### src/source/scrmbl_cfg.svh
`ifndef SCRMBL_CFG_SVH
`define SCRMBL_CFG_SVH

// geometry of the PRESENT-128 core and of the scrambler around it
`define SCRMBL_BLOCK_W 64
`define SCRMBL_KEY_W 128
`define SCRMBL_NUM_ROUNDS 31
`define SCRMBL_NUM_KEYS 4
`define SCRMBL_NUM_DIGEST_SETS 2

// encryption key table, key 0 stays all zero so that the textbook vector can be reproduced
`define SCRMBL_KEY_0 128'h0000_0000_0000_0000_0000_0000_0000_0000
`define SCRMBL_KEY_1 128'h3ba0_7c5e_19d4_f2a8_6e01_b7c3_9d52_48fa
`define SCRMBL_KEY_2 128'hc4e1_9a07_5bd3_2f68_e0a9_17c4_b25d_830f
`define SCRMBL_KEY_3 128'h7f2d_e608_a1b4_5c93_0e7a_d85f_16c2_b94e

// initial chaining values of the Merkle-Damgard digest, one per set
`define SCRMBL_DIGEST_IV_0 64'h90c7_f21f_6224_f027
`define SCRMBL_DIGEST_IV_1 64'h4b3a_58de_7c01_96e5

// keys used by the finalization step, one per set
`define SCRMBL_DIGEST_CONST_0 128'hf98c_48b1_f937_7284_4a25_e5d1_c5e8_1a07
`define SCRMBL_DIGEST_CONST_1 128'h2d5e_0b91_c7a3_6f48_e1d0_8b27_5a9c_34f6

`endif

### src/source/scrmbl_pkg.sv
`default_nettype none

`include "scrmbl_cfg.svh"

package scrmbl_pkg;

  // data words of the scrambler
  typedef logic [`SCRMBL_BLOCK_W-1:0] block_t;
  typedef logic [`SCRMBL_KEY_W-1:0] key_t;
  typedef logic [$clog2(`SCRMBL_NUM_KEYS)-1:0] sel_t;
  // wide enough to hold the round count itself
  typedef logic [$clog2(`SCRMBL_NUM_ROUNDS + 1)-1:0] round_idx_t;

  // commands seen on cmd_i
  typedef enum logic [2:0] {
    CmdEncrypt        = 3'd0,
    CmdLoadShadow     = 3'd1,
    CmdDigestInit     = 3'd2,
    CmdDigest         = 3'd3,
    CmdDigestFinalize = 3'd4
  } scrmbl_cmd_e;

  // source of the next key register value
  typedef enum logic [1:0] {KeyRound, KeyTable, KeyDigestInput, KeyDigestConst} key_sel_e;

  // source of the next data register value
  typedef enum logic [1:0] {DataRound, DataRoundXor, DataDigestState, DataInput} data_sel_e;

  typedef enum logic [1:0] {StIdle, StEncrypt, StDigest} ctrl_state_e;

endpackage

`default_nettype wire

### src/source/present_round.sv
`default_nettype none

`include "scrmbl_cfg.svh"

module present_round (
  input  wire scrmbl_pkg::block_t     data_i,
  input  wire scrmbl_pkg::key_t       key_i,
  input  wire scrmbl_pkg::round_idx_t idx_i,
  output scrmbl_pkg::block_t          data_o,
  output scrmbl_pkg::key_t            key_o,
  output scrmbl_pkg::round_idx_t      idx_o
);

  import scrmbl_pkg::*;

  // the last round also adds the final whitening key
  localparam round_idx_t last_round = round_idx_t'(`SCRMBL_NUM_ROUNDS);
  localparam int num_nibbles = `SCRMBL_BLOCK_W / 4;

  // 4-bit PRESENT S-box
  function automatic logic [3:0] sbox4(input logic [3:0] x);
    logic [3:0] y;
    case (x)
      4'h0: y = 4'hc;
      4'h1: y = 4'h5;
      4'h2: y = 4'h6;
      4'h3: y = 4'hb;
      4'h4: y = 4'h9;
      4'h5: y = 4'h0;
      4'h6: y = 4'ha;
      4'h7: y = 4'hd;
      4'h8: y = 4'h3;
      4'h9: y = 4'he;
      4'ha: y = 4'hf;
      4'hb: y = 4'h8;
      4'hc: y = 4'h4;
      4'hd: y = 4'h7;
      4'he: y = 4'h1;
      default: y = 4'h2;
    endcase
    return y;
  endfunction

  // bit i moves to position 16*i mod 63, bit 63 stays in place
  function automatic block_t perm_layer(input block_t x);
    block_t y;
    y = '0;
    for (int i = 0; i < `SCRMBL_BLOCK_W - 1; i++) begin
      y[(i * 16) % (`SCRMBL_BLOCK_W - 1)] = x[i];
    end
    y[`SCRMBL_BLOCK_W-1] = x[`SCRMBL_BLOCK_W-1];
    return y;
  endfunction

  block_t add_key;
  block_t sub_out;
  block_t perm_out;
  key_t   key_rot;

  //////////////////////////////////////////////////////////////////////
  // data path of one round

  always_comb begin
    // round key is the upper half of the key register
    add_key = data_i ^ key_i[`SCRMBL_KEY_W-1 -: `SCRMBL_BLOCK_W];
    for (int n = 0; n < num_nibbles; n++) begin
      sub_out[4*n +: 4] = sbox4(add_key[4*n +: 4]);
    end
    perm_out = perm_layer(sub_out);
  end

  //////////////////////////////////////////////////////////////////////
  // key schedule step

  always_comb begin
    // rotate left by 61
    key_rot = {key_i[66:0], key_i[`SCRMBL_KEY_W-1:67]};
    key_o = key_rot;
    // only the top two nibbles pass through the S-box in the 128-bit schedule
    key_o[127:124] = sbox4(key_rot[127:124]);
    key_o[123:120] = sbox4(key_rot[123:120]);
    // round counter is mixed into the middle of the key
    key_o[66:62] = key_rot[66:62] ^ idx_i;
  end

  assign idx_o = idx_i + round_idx_t'(1);

  // after the last round the next round key whitens the state
  assign data_o = (idx_i == last_round) ? perm_out ^ key_o[`SCRMBL_KEY_W-1 -: `SCRMBL_BLOCK_W]
                                        : perm_out;

endmodule

`default_nettype wire

### src/source/scrmbl_datapath.sv
`default_nettype none

`include "scrmbl_cfg.svh"

module scrmbl_datapath (
  input  wire                         clk_i,
  input  wire                         rst_ni,
  input  wire scrmbl_pkg::sel_t       sel_i,
  input  wire scrmbl_pkg::block_t     data_i,
  input  wire scrmbl_pkg::key_sel_e   key_sel_i,
  input  wire scrmbl_pkg::data_sel_e  data_sel_i,
  input  wire                         key_en_i,
  input  wire                         data_en_i,
  input  wire                         shadow_en_i,
  input  wire                         digest_en_i,
  input  wire                         digest_init_i,
  input  wire                         out_valid_i,
  output scrmbl_pkg::round_idx_t      round_idx_o,
  output scrmbl_pkg::block_t          data_o
);

  import scrmbl_pkg::*;

  localparam int digest_sel_w = $clog2(`SCRMBL_NUM_DIGEST_SETS);

  //////////////////////////////////////////////////////////////////////
  // constant tables

  localparam key_t enc_key_lut [`SCRMBL_NUM_KEYS] = '{
    `SCRMBL_KEY_0, `SCRMBL_KEY_1, `SCRMBL_KEY_2, `SCRMBL_KEY_3
  };
  localparam key_t digest_const_lut [`SCRMBL_NUM_DIGEST_SETS] = '{
    `SCRMBL_DIGEST_CONST_0, `SCRMBL_DIGEST_CONST_1
  };
  localparam block_t digest_iv_lut [`SCRMBL_NUM_DIGEST_SETS] = '{
    `SCRMBL_DIGEST_IV_0, `SCRMBL_DIGEST_IV_1
  };

  logic [digest_sel_w-1:0] digest_sel;

  // working registers and their next values
  key_t       key_q, key_d;
  round_idx_t idx_q, idx_d;
  block_t     data_q, data_d;
  block_t     shadow_q;
  block_t     digest_q, digest_d;
  block_t     out_q;

  // outputs of the round function
  block_t     round_data;
  block_t     round_data_xor;
  key_t       round_key;
  round_idx_t round_idx_next;

  // the digest sets only need the low selector bits
  assign digest_sel = sel_i[digest_sel_w-1:0];

  present_round u_round (
    .data_i (data_q),
    .key_i  (key_q),
    .idx_i  (idx_q),
    .data_o (round_data),
    .key_o  (round_key),
    .idx_o  (round_idx_next)
  );

  // Davies-Meyer feed-forward of the chaining value
  assign round_data_xor = round_data ^ digest_q;

  //////////////////////////////////////////////////////////////////////
  // next state muxes

  always_comb begin
    unique case (key_sel_i)
      KeyRound:       key_d = round_key;
      KeyTable:       key_d = enc_key_lut[sel_i];
      // message block is the new data word on top of the shadowed one
      KeyDigestInput: key_d = {data_i, shadow_q};
      default:        key_d = digest_const_lut[digest_sel];
    endcase
  end

  // every fresh key starts the schedule at round one
  assign idx_d = (key_sel_i == KeyRound) ? round_idx_next : round_idx_t'(1);

  always_comb begin
    unique case (data_sel_i)
      DataRound:       data_d = round_data;
      DataRoundXor:    data_d = round_data_xor;
      DataDigestState: data_d = digest_q;
      default:         data_d = data_i;
    endcase
  end

  assign digest_d = digest_init_i ? digest_iv_lut[digest_sel] : round_data_xor;

  //////////////////////////////////////////////////////////////////////
  // registers

  always_ff @(posedge clk_i or negedge rst_ni) begin
    if (!rst_ni) begin
      key_q    <= '0;
      idx_q    <= '0;
      data_q   <= '0;
      shadow_q <= '0;
      digest_q <= '0;
      out_q    <= '0;
    end else begin
      if (key_en_i) begin
        key_q <= key_d;
        idx_q <= idx_d;
      end
      if (data_en_i) begin
        data_q <= data_d;
      end
      if (shadow_en_i) begin
        shadow_q <= data_i;
      end
      if (digest_en_i) begin
        digest_q <= digest_d;
      end
      // the result is only visible for one cycle and the output is zero otherwise
      out_q <= out_valid_i ? data_q : '0;
    end
  end

  assign round_idx_o = idx_q;
  assign data_o      = out_q;

  // constant and IV selectors must point into the digest tables
  digest_sel_range_a : assert property (@(posedge clk_i) disable iff (!rst_ni)
    ((key_en_i && key_sel_i == KeyDigestConst) || (digest_en_i && digest_init_i))
      |-> int'(sel_i) < `SCRMBL_NUM_DIGEST_SETS);

endmodule

`default_nettype wire

### src/source/scrmbl_ctrl.sv
`default_nettype none

`include "scrmbl_cfg.svh"

module scrmbl_ctrl (
  input  wire                          clk_i,
  input  wire                          rst_ni,
  input  wire scrmbl_pkg::scrmbl_cmd_e cmd_i,
  input  wire                          valid_i,
  input  wire scrmbl_pkg::round_idx_t  round_idx_i,
  output logic                         ready_o,
  output scrmbl_pkg::key_sel_e         key_sel_o,
  output scrmbl_pkg::data_sel_e        data_sel_o,
  output logic                         key_en_o,
  output logic                         data_en_o,
  output logic                         shadow_en_o,
  output logic                         digest_en_o,
  output logic                         digest_init_o,
  output logic                         out_valid_o
);

  import scrmbl_pkg::*;

  // round index seen by the datapath while it computes the final round
  localparam round_idx_t last_round = round_idx_t'(`SCRMBL_NUM_ROUNDS);

  ctrl_state_e state_q, state_d;
  // set once the last round has been written back
  logic done_q, done_d;

  //////////////////////////////////////////////////////////////////////
  // FSM

  always_comb begin
    state_d       = state_q;
    done_d        = done_q;
    ready_o       = 1'b0;
    key_sel_o     = KeyRound;
    data_sel_o    = DataRound;
    key_en_o      = 1'b0;
    data_en_o     = 1'b0;
    shadow_en_o   = 1'b0;
    digest_en_o   = 1'b0;
    digest_init_o = 1'b0;
    out_valid_o   = 1'b0;

    unique case (state_q)
      StIdle: begin
        ready_o = 1'b1;
        if (valid_i) begin
          case (cmd_i)
            CmdEncrypt: begin
              state_d    = StEncrypt;
              key_sel_o  = KeyTable;
              data_sel_o = DataInput;
              key_en_o   = 1'b1;
              data_en_o  = 1'b1;
            end
            CmdLoadShadow: begin
              shadow_en_o = 1'b1;
            end
            CmdDigestInit: begin
              digest_init_o = 1'b1;
              digest_en_o   = 1'b1;
            end
            // the chaining value is encrypted under the 128-bit message block
            CmdDigest: begin
              state_d    = StDigest;
              key_sel_o  = KeyDigestInput;
              data_sel_o = DataDigestState;
              key_en_o   = 1'b1;
              data_en_o  = 1'b1;
            end
            CmdDigestFinalize: begin
              state_d    = StDigest;
              key_sel_o  = KeyDigestConst;
              data_sel_o = DataDigestState;
              key_en_o   = 1'b1;
              data_en_o  = 1'b1;
            end
            // unknown opcodes are accepted and dropped
            default: begin
              state_d = StIdle;
            end
          endcase
        end
      end

      StEncrypt, StDigest: begin
        if (done_q) begin
          // the data register holds the result, hand it to the output register
          out_valid_o = 1'b1;
          done_d      = 1'b0;
          state_d     = StIdle;
        end else begin
          key_en_o  = 1'b1;
          data_en_o = 1'b1;
          if (round_idx_i == last_round) begin
            done_d = 1'b1;
            // a digest update closes with the feed-forward and keeps the new chaining value
            if (state_q == StDigest) begin
              data_sel_o  = DataRoundXor;
              digest_en_o = 1'b1;
            end
          end
        end
      end

      default: begin
        state_d = StIdle;
        done_d  = 1'b0;
      end
    endcase
  end

  always_ff @(posedge clk_i or negedge rst_ni) begin
    if (!rst_ni) begin
      state_q <= StIdle;
      done_q  <= 1'b0;
    end else begin
      state_q <= state_d;
      done_q  <= done_d;
    end
  end

  state_legal_a : assert property (@(posedge clk_i) disable iff (!rst_ni)
    state_q inside {StIdle, StEncrypt, StDigest});
  // a result only ever comes out of a running operation
  out_valid_after_round_a : assert property (@(posedge clk_i) disable iff (!rst_ni)
    out_valid_o |-> $past(state_q) inside {StEncrypt, StDigest});

endmodule

`default_nettype wire

### src/source/scrmbl_top.sv
`default_nettype none

module scrmbl_top (
  input  wire                          clk_i,
  input  wire                          rst_ni,
  input  wire scrmbl_pkg::scrmbl_cmd_e cmd_i,
  input  wire scrmbl_pkg::sel_t        sel_i,
  input  wire scrmbl_pkg::block_t      data_i,
  input  wire                          valid_i,
  output logic                         ready_o,
  output scrmbl_pkg::block_t           data_o,
  output logic                         valid_o
);

  import scrmbl_pkg::*;

  // steering from the controller into the datapath
  key_sel_e   key_sel;
  data_sel_e  data_sel;
  logic       key_en;
  logic       data_en;
  logic       shadow_en;
  logic       digest_en;
  logic       digest_init;
  logic       out_valid;
  round_idx_t round_idx;

  scrmbl_ctrl u_ctrl (
    .clk_i         (clk_i),
    .rst_ni        (rst_ni),
    .cmd_i         (cmd_i),
    .valid_i       (valid_i),
    .round_idx_i   (round_idx),
    .ready_o       (ready_o),
    .key_sel_o     (key_sel),
    .data_sel_o    (data_sel),
    .key_en_o      (key_en),
    .data_en_o     (data_en),
    .shadow_en_o   (shadow_en),
    .digest_en_o   (digest_en),
    .digest_init_o (digest_init),
    .out_valid_o   (out_valid)
  );

  scrmbl_datapath u_datapath (
    .clk_i         (clk_i),
    .rst_ni        (rst_ni),
    .sel_i         (sel_i),
    .data_i        (data_i),
    .key_sel_i     (key_sel),
    .data_sel_i    (data_sel),
    .key_en_i      (key_en),
    .data_en_i     (data_en),
    .shadow_en_i   (shadow_en),
    .digest_en_i   (digest_en),
    .digest_init_i (digest_init),
    .out_valid_i   (out_valid),
    .round_idx_o   (round_idx),
    .data_o        (data_o)
  );

  // the output register is loaded exactly when the controller signals a result
  always_ff @(posedge clk_i or negedge rst_ni) begin
    if (!rst_ni) begin
      valid_o <= 1'b0;
    end else begin
      valid_o <= out_valid;
    end
  end

endmodule

`default_nettype wire

### config.mk
export PLATFORM = sky130hd
export DESIGN_NAME = scrmbl_top
export DESIGN_NICKNAME = d
export VERILOG_FILES = /design/src/source/scrmbl_pkg.sv /design/src/source/present_round.sv /design/src/source/scrmbl_datapath.sv /design/src/source/scrmbl_ctrl.sv /design/src/source/scrmbl_top.sv
export VERILOG_INCLUDE_DIRS = /design/src /design/src/source
export SDC_FILE = /design/constraint.sdc
export NUM_CORES = 1
export LEC_CHECK = 0
export ABC_AREA = 1
export ABC_CLOCK_PERIOD_IN_PS = 2200
export BUFFER_PORTS_ARGS = -buffer_cell sky130_fd_sc_hd__buf_2
export CAP_MARGIN = 25
export CORE_MARGIN = 10
export CORE_UTILIZATION = 35
export DETAILED_ROUTE_END_ITERATION = 10
export PLACE_DENSITY = 0.5
export SKIP_CTS_REPAIR_TIMING = 1
export SLEW_MARGIN = 20
export SYNTH_ARGS = -nofsm -noshare
export SYNTH_HDL_FRONTEND = slang
export SYNTH_SLANG_ARGS = --single-unit
### constraint.sdc
create_clock -name clk_i -period 2.2 [get_ports clk_i]
set_clock_uncertainty 0.2 [all_clocks]
set_input_delay 0.22 -clock clk_i [delete_from_list [all_inputs] [get_ports clk_i]]
set_output_delay 0.22 -clock clk_i [all_outputs]
set_load 0.01 [all_outputs]
==> metrics.txt, run 1 <==
Min-Delay Path Class primary input to flip-flop; largest net degree at the start of global routing 76; post-synthesis cell area 25300 sq um; adder-cell share of the synthesized area 4.95%; final hold vios 1; post-synthesis cell type count 39; xor/xnor share of the synthesized area 1.21%; Clock Pin Slew Worst Setup and Hold Paths 0.06 ns; core area 71500 sq um; initial antenna violation count 4; CP max FO 6; gr ovfl total 0; global-route wire length before repair 165 mm; Hold WS -0.00391 ns; pwr dens 1860 nW/um^2; port bufs 137; Starting DRT DRC Count 2862; die width 289 um; worst-margin pin slew 0.618 ns; DR DRC count 0; Rows 98; dpl ws -0.475 ns; Synth area leader dfrtp_1; Seq cells post-synth 393; RSZ-0062 raised after global routing yes; detailed placer's ending HPWL 84.2 mm; layout cells sized above 1 28.3%; Max VDD drop 0.000780 V; final slew viol count 0; max_cap viols 0; Num CTS Buffers 49; Clock Path Buffers 3; vias in the first global route 25700; Max-slew headroom 58.5%; final setup margin -0.382 ns; top cell type's share of synthesized area 38.9%; Vias 28200; synthesized area per cell 6.74 sq um; Vias per Instance 5.19; status finished, violations left; Die Area 83300 sq um; clk root buf clkbuf_16; aggregate routed wire length 122 mm; largest cells by area after synthesis dfrtp_1 (39%), nand2_1 (20%), inv_1 (7.6%); Mapped Nets 3921; Setup crit end kind flip-flop; final worst path period need 2.58 ns; max incr delay on CP 0.36 ns; compound-gate portion of the synthesized area 13.5%; final net count 4616; failing checks hold timing, setup timing; H-tree Lvls 2; # IOs 138; maximum achievable frequency 387 MHz; sequential cell area fraction in the yosys report 38.9%; Simple-Gate Fraction of Synth Area 30.0%; clock insertion delay at the later pin of the skew report 0.62 ns; drt pass-1 iters 6; Post-DP Area 30900 sq um; Initial Utilization 35.3%; antenna viol nets, final 0; Fin Setup TNS -52.38 ns; die height 289 um; startpoint types flip-flop; critical path arrival 2.94 ns; area growth from synthesis to layout 46.7%; Final Cycle Share 117%; Yosys Warn Count 0; wire per inst 22.4 um; P_leak 19.8 nW; final std cell area, no fill 37000 sq um; Setup violations, final 256; Crit Path Class flip-flop to flip-flop; Final Wtd Congestion 0.953; worst-path cell chain ha_2 > inv_2 > nor3_4 > ha_4 > inv_4 > nor2_4 > nand2_4 > nand2_8 > nand2_8 > nor2_4 > buf_6 > clkbuf_16 > buf_8 > nand3_2 > nand2_2 > nand2_1 > nand2_1; Final Util 51.8%; Worst EP required 2.56 ns; post-synthesis mux area share 0.624%; Post-Syn Instances 3749; CTS tree yes; CTS Sinks 393; largest family of logic cells by synthesized area simple AND/OR/NAND/NOR gates; Slowest cell on crit path dfrtp_1; Total GRT Usage 26.4%
-- power breakdown --
group | switching [mW] | internal [mW] | leakage, nW
Sequential | 2.66 | 10.2 | 4.90
Clock | 3.57 | 5.54 | 0.889
Combinational | 28.4 | 18.4 | 14.1
Total | 34.6 | 34.2 | 19.8
-- cells in the final DEF, fill, tap and decap left out, drive strengths merged, types with 19 or more instances in the layout --
cell / count
nand3b: 19
nand2: 1380
inv: 552
o21ai: 471
ha: 100
buf: 696
a21oi: 55
a32oi: 28
dlygate4sd3: 67
nor2: 148
clkbuf: 97
o22ai: 43
nand3: 322
xor2: 19
dfrtp: 393
-- per-stage QoR --
stage                     std cells  hold slack, ns  power [mW]
final                          5435        -0.00391        68.8
after global routing           5435          0.0216        73.8
after CTS                      5254          -0.731        61.2
after detailed placement       5163         -0.0838        51.9
after global placement         5163         -0.0826        51.8
after floorplan                3749          -0.276        34.6
-- area by class of cell --
type | count | area, sq um
fill | 6932 | 34400
antenna | 1 | 2.50
clock buffer | 71 | 1500
clock inverter | 20 | 282
multi-input combinational | 2656 | 14600
tap | 950 | 1190
timing repair buffer | 789 | 7550
sequential | 393 | 9830
inverter | 555 | 2130
-- critical path, delay by kind of cell, from the launching register on --
| kind | cells | cell delay [ns] |
|---|---|---|
| fa+ha+maj | 2 | 0.38 |
| buf+inv | 5 | 0.60 |
| flops | 1 | 0.36 |
| simple gates | 10 | 0.96 |
-- cell families after synthesis --
family / after synthesis
and+or+nand+nor: 1877
buffers and inverters: 700
adders and majority gates: 100
AOI/OAI and AO/OA: 630
DFF: 393
muxes: 14
xor gates and xnor gates: 35
-- synthesized netlist by cell type (all sizes together) --
master and n:
clkbuf 72, ha 100, o31ai 2, xnor2 16
nand3 322, nand2 1380, a31oi 6, nand4 2
inv 553, a22oi 1, o21ai 471, a32oi 28
a211oi 2, a221oi 5, nor2 148, a21oi 55
a21boi 12, dfrtp 393, clkinv 2, o221ai 5
nand3b 19, buf 73, o22ai 43, mux2 14
xor2 19, nor3 6
-- path summary, 6_finish.rpt --
kind	from	endpoint	slack (ns)	cells past startpoint
setup / recovery	u_datapath.round_idx_o[0]	u_datapath.data_q[45]	-0.38	17
hold / removal	cmd_i[1]	u_ctrl.state_q[0]	-0.004	5
setup reg to reg	u_datapath.round_idx_o[0]	u_datapath.data_q[45]	-0.38	17
hold reg to reg	u_datapath.shadow_q[53]	u_datapath.shadow_q[53]	0.28	2
max in group asynchronous	rst_ni	u_datapath.key_q[72]	1.28	3
min in group asynchronous	rst_ni	valid_o	0.02	3
-- registers in the layout, indices dropped and copies added, names as in the netlist --
signal / cells
u_datapath.data_o: 64
u_datapath.round_idx_o: 5
u_datapath.digest_q: 64
u_datapath.data_q: 64
valid_o: 1
u_datapath.shadow_q: 64
u_datapath.key_q: 128
u_ctrl.done_q: 1
u_ctrl.state_q: 2
-- per-layer routing --
layer / track usage [%] / wire length [um]
met1: 35.7 / 50900
met2: 42.6 / 54200
met3: 3.53 / 10600
met4: 9.39 / 6020
met5: 0 / 25
No activity file was read; power rests on OpenSTA's default activity.
==> run 2, diff against run 1 <==
--- a/config.mk
+++ b/config.mk
@@ -10,10 +10,12 @@
 export ABC_CLOCK_PERIOD_IN_PS = 2200
 export BUFFER_PORTS_ARGS = -buffer_cell sky130_fd_sc_hd__buf_2
 export CAP_MARGIN = 25
+export CELL_PAD_IN_SITES_DETAIL_PLACEMENT = 0
+export CELL_PAD_IN_SITES_GLOBAL_PLACEMENT = 2
 export CORE_MARGIN = 10
-export CORE_UTILIZATION = 35
+export CORE_UTILIZATION = 32
 export DETAILED_ROUTE_END_ITERATION = 10
-export PLACE_DENSITY = 0.5
+export PLACE_DENSITY = 0.76
 export SKIP_CTS_REPAIR_TIMING = 1
 export SLEW_MARGIN = 20
 export SYNTH_ARGS = -nofsm -noshare
==> run 2 against run 1 <==
  * The run ends with setup timing left
  * Setup slack worse by 0.099 ns
  * Total power is 5.8% lower
  * First-iteration DRC count is 19% lower
==> metrics.txt, run 2 (synthesis gave the netlist of run 1 again) <==
status finished, violations left; failing checks setup timing; Vias 27300; drt pass-1 iters 6; Setup crit end kind flip-flop; CP Buf/Inv Count 6; pwr dens 1830 nW/um^2; initial antenna violation count 3; Min-Delay Path Class primary input to flip-flop; Final Cycle Share 122%; critical path arrival 3.02 ns; flop2flop setup slack -0.48 ns; P_leak 19.2 nW; Max-slew headroom 59.0%; max_cap viols 0; max FFs per register 128; clock insertion delay at the later pin of the skew report 0.61 ns; final std cell area, no fill 35400 sq um; Crit path max-delay family simple AND/OR/NAND/NOR gates; Worst Min Path Start cmd_i[1]; H-tree Lvls 2; cells on worst reg2reg path 18; hold path cells 5; largest net degree at the start of global routing 75; final slew viol count 0; worst-path cell chain ha_2 > inv_2 > nor3_2 > ha_2 > inv_2 > nor2_4 > nand2_4 > buf_6 > nand2_8 > nand2_8 > nor2_4 > buf_12 > buf_4 > buf_4 > nand3_2 > nand2_2 > nand2_2 > nand2_1; final net count 4592; wire per inst 22.1 um; port bufs 137; Vias per Instance 4.97; Total GRT Usage 24.6%; maximum achievable frequency 373 MHz; Reg-to-Reg Start u_datapath.round_idx_o[1]; most common cell after layout, fill and taps aside nand2_1; Clock Path Buffers 3; # IOs 138; CP max FO 8; Initial Utilization 32.4%; overall power 64.8 mW; Crit Path Class flip-flop to flip-flop; core area 77800 sq um; Worst Hold End u_ctrl.state_q[0]; global-route wire length before repair 167 mm; Rows 102; final worst path period need 2.68 ns; vias in the first global route 25400; Starting DRT DRC Count 2327; Worst EP required 2.54 ns; die height 301 um; clk root buf clkbuf_16; reg2reg end u_datapath.data_q[7]; CTS Sinks 393; commonest non-fill, non-tap cells in the layout nand2_1 (1310), inv_1 (506), buf_4 (434); Die Area 90600 sq um; Post-DP Area 31200 sq um; gr ovfl total 0; Final Wtd Congestion 0.893; final setup margin -0.480 ns; layout cells sized above 1 23.0%; Num CTS Buffers 50; Fin Setup TNS -51.47 ns; CTS tree yes; Setup violations, final 224; antenna viol nets, final 0; Slowest cell on crit path dfrtp_1; area growth from synthesis to layout 40.2%; Most flops, register u_datapath.key_q; detailed placer's ending HPWL 87.5 mm; Clock Pin Slew Worst Setup and Hold Paths 0.06 ns; aggregate routed wire length 121 mm; RSZ-0062 raised after global routing yes; Max VDD drop 0.000859 V; max incr delay on CP 0.36 ns; DR DRC count 0; startpoint types flip-flop; final hold vios 0; worst-margin pin slew 0.609 ns; die width 301 um
-- run 2: metrics by stage --
step	setup slack (ns)	utilization, %	instances	hold slack (ns)
final	-0.480	45.5	5496	0.0293
after global routing	-0.591	45.5	5495	0.0479
after CTS	-0.589	42.2	5370	-0.731
after detailed placement	-0.575	40.1	5283	-0.0867
after global placement	-0.504	40.1	5283	-0.0852
after floorplan	-0.0187	-	3749	-0.276
-- run 2: worst reg2reg max path, delay by kind of cell, from the launching register on --
kind | cells | cell delay [ns]
AND/OR/NAND/NOR | 10 | 1.00
buffers and inverters | 6 | 0.64
adder cells (fa/ha/maj) | 2 | 0.41
flip-flops | 1 | 0.36
-- run 2: worst max path at each step --
stage                                    from                 endpoint  slack, ns  cells past startpoint
floorplan           u_datapath.round_idx_o[0]  u_datapath.digest_q[25]      -0.02                     13
global placement    u_datapath.round_idx_o[0]  u_datapath.digest_q[53]      -0.50                     12
detailed placement  u_datapath.round_idx_o[1]  u_datapath.digest_q[62]      -0.57                     12
CTS                 u_datapath.round_idx_o[1]  u_datapath.digest_q[62]      -0.59                     12
global route        u_datapath.round_idx_o[1]    u_datapath.data_q[19]      -0.59                     18
finish              u_datapath.round_idx_o[1]     u_datapath.data_q[7]      -0.48                     18
-- run 2: power breakdown --
group | total [mW] | switching, mW | leakage [nW] | internal, mW
combinational | 43.4 | 26.5 | 13.5 | 16.9
sequential | 12.8 | 2.61 | 4.90 | 10.2
clock | 8.50 | 3.50 | 0.819 | 5.00
-- run 2: final cells by class --
type,count,area [sq um]
multi-input combinational,2656,13600
inverter,555,2120
sequential,393,9830
clock inverter,14,153
timing repair buffer,764,6940
clock buffer,73,1490
antenna,1,2.50
fill,8063,42400
tap,1040,1300
-- run 2: per-layer routing --
| layer | vias up | global-route usage [%] | share of wire (%) |
|---|---|---|---|
| met5 | - | 0 | 0.011 |
| met4 | 2 | 7.09 | 3.0 |
| met3 | 173 | 4.58 | 6.3 |
| met2 | 862 | 39.8 | 46 |
| met1 | 13100 | 33.0 | 45 |
| li1 | 13200 | - | - |
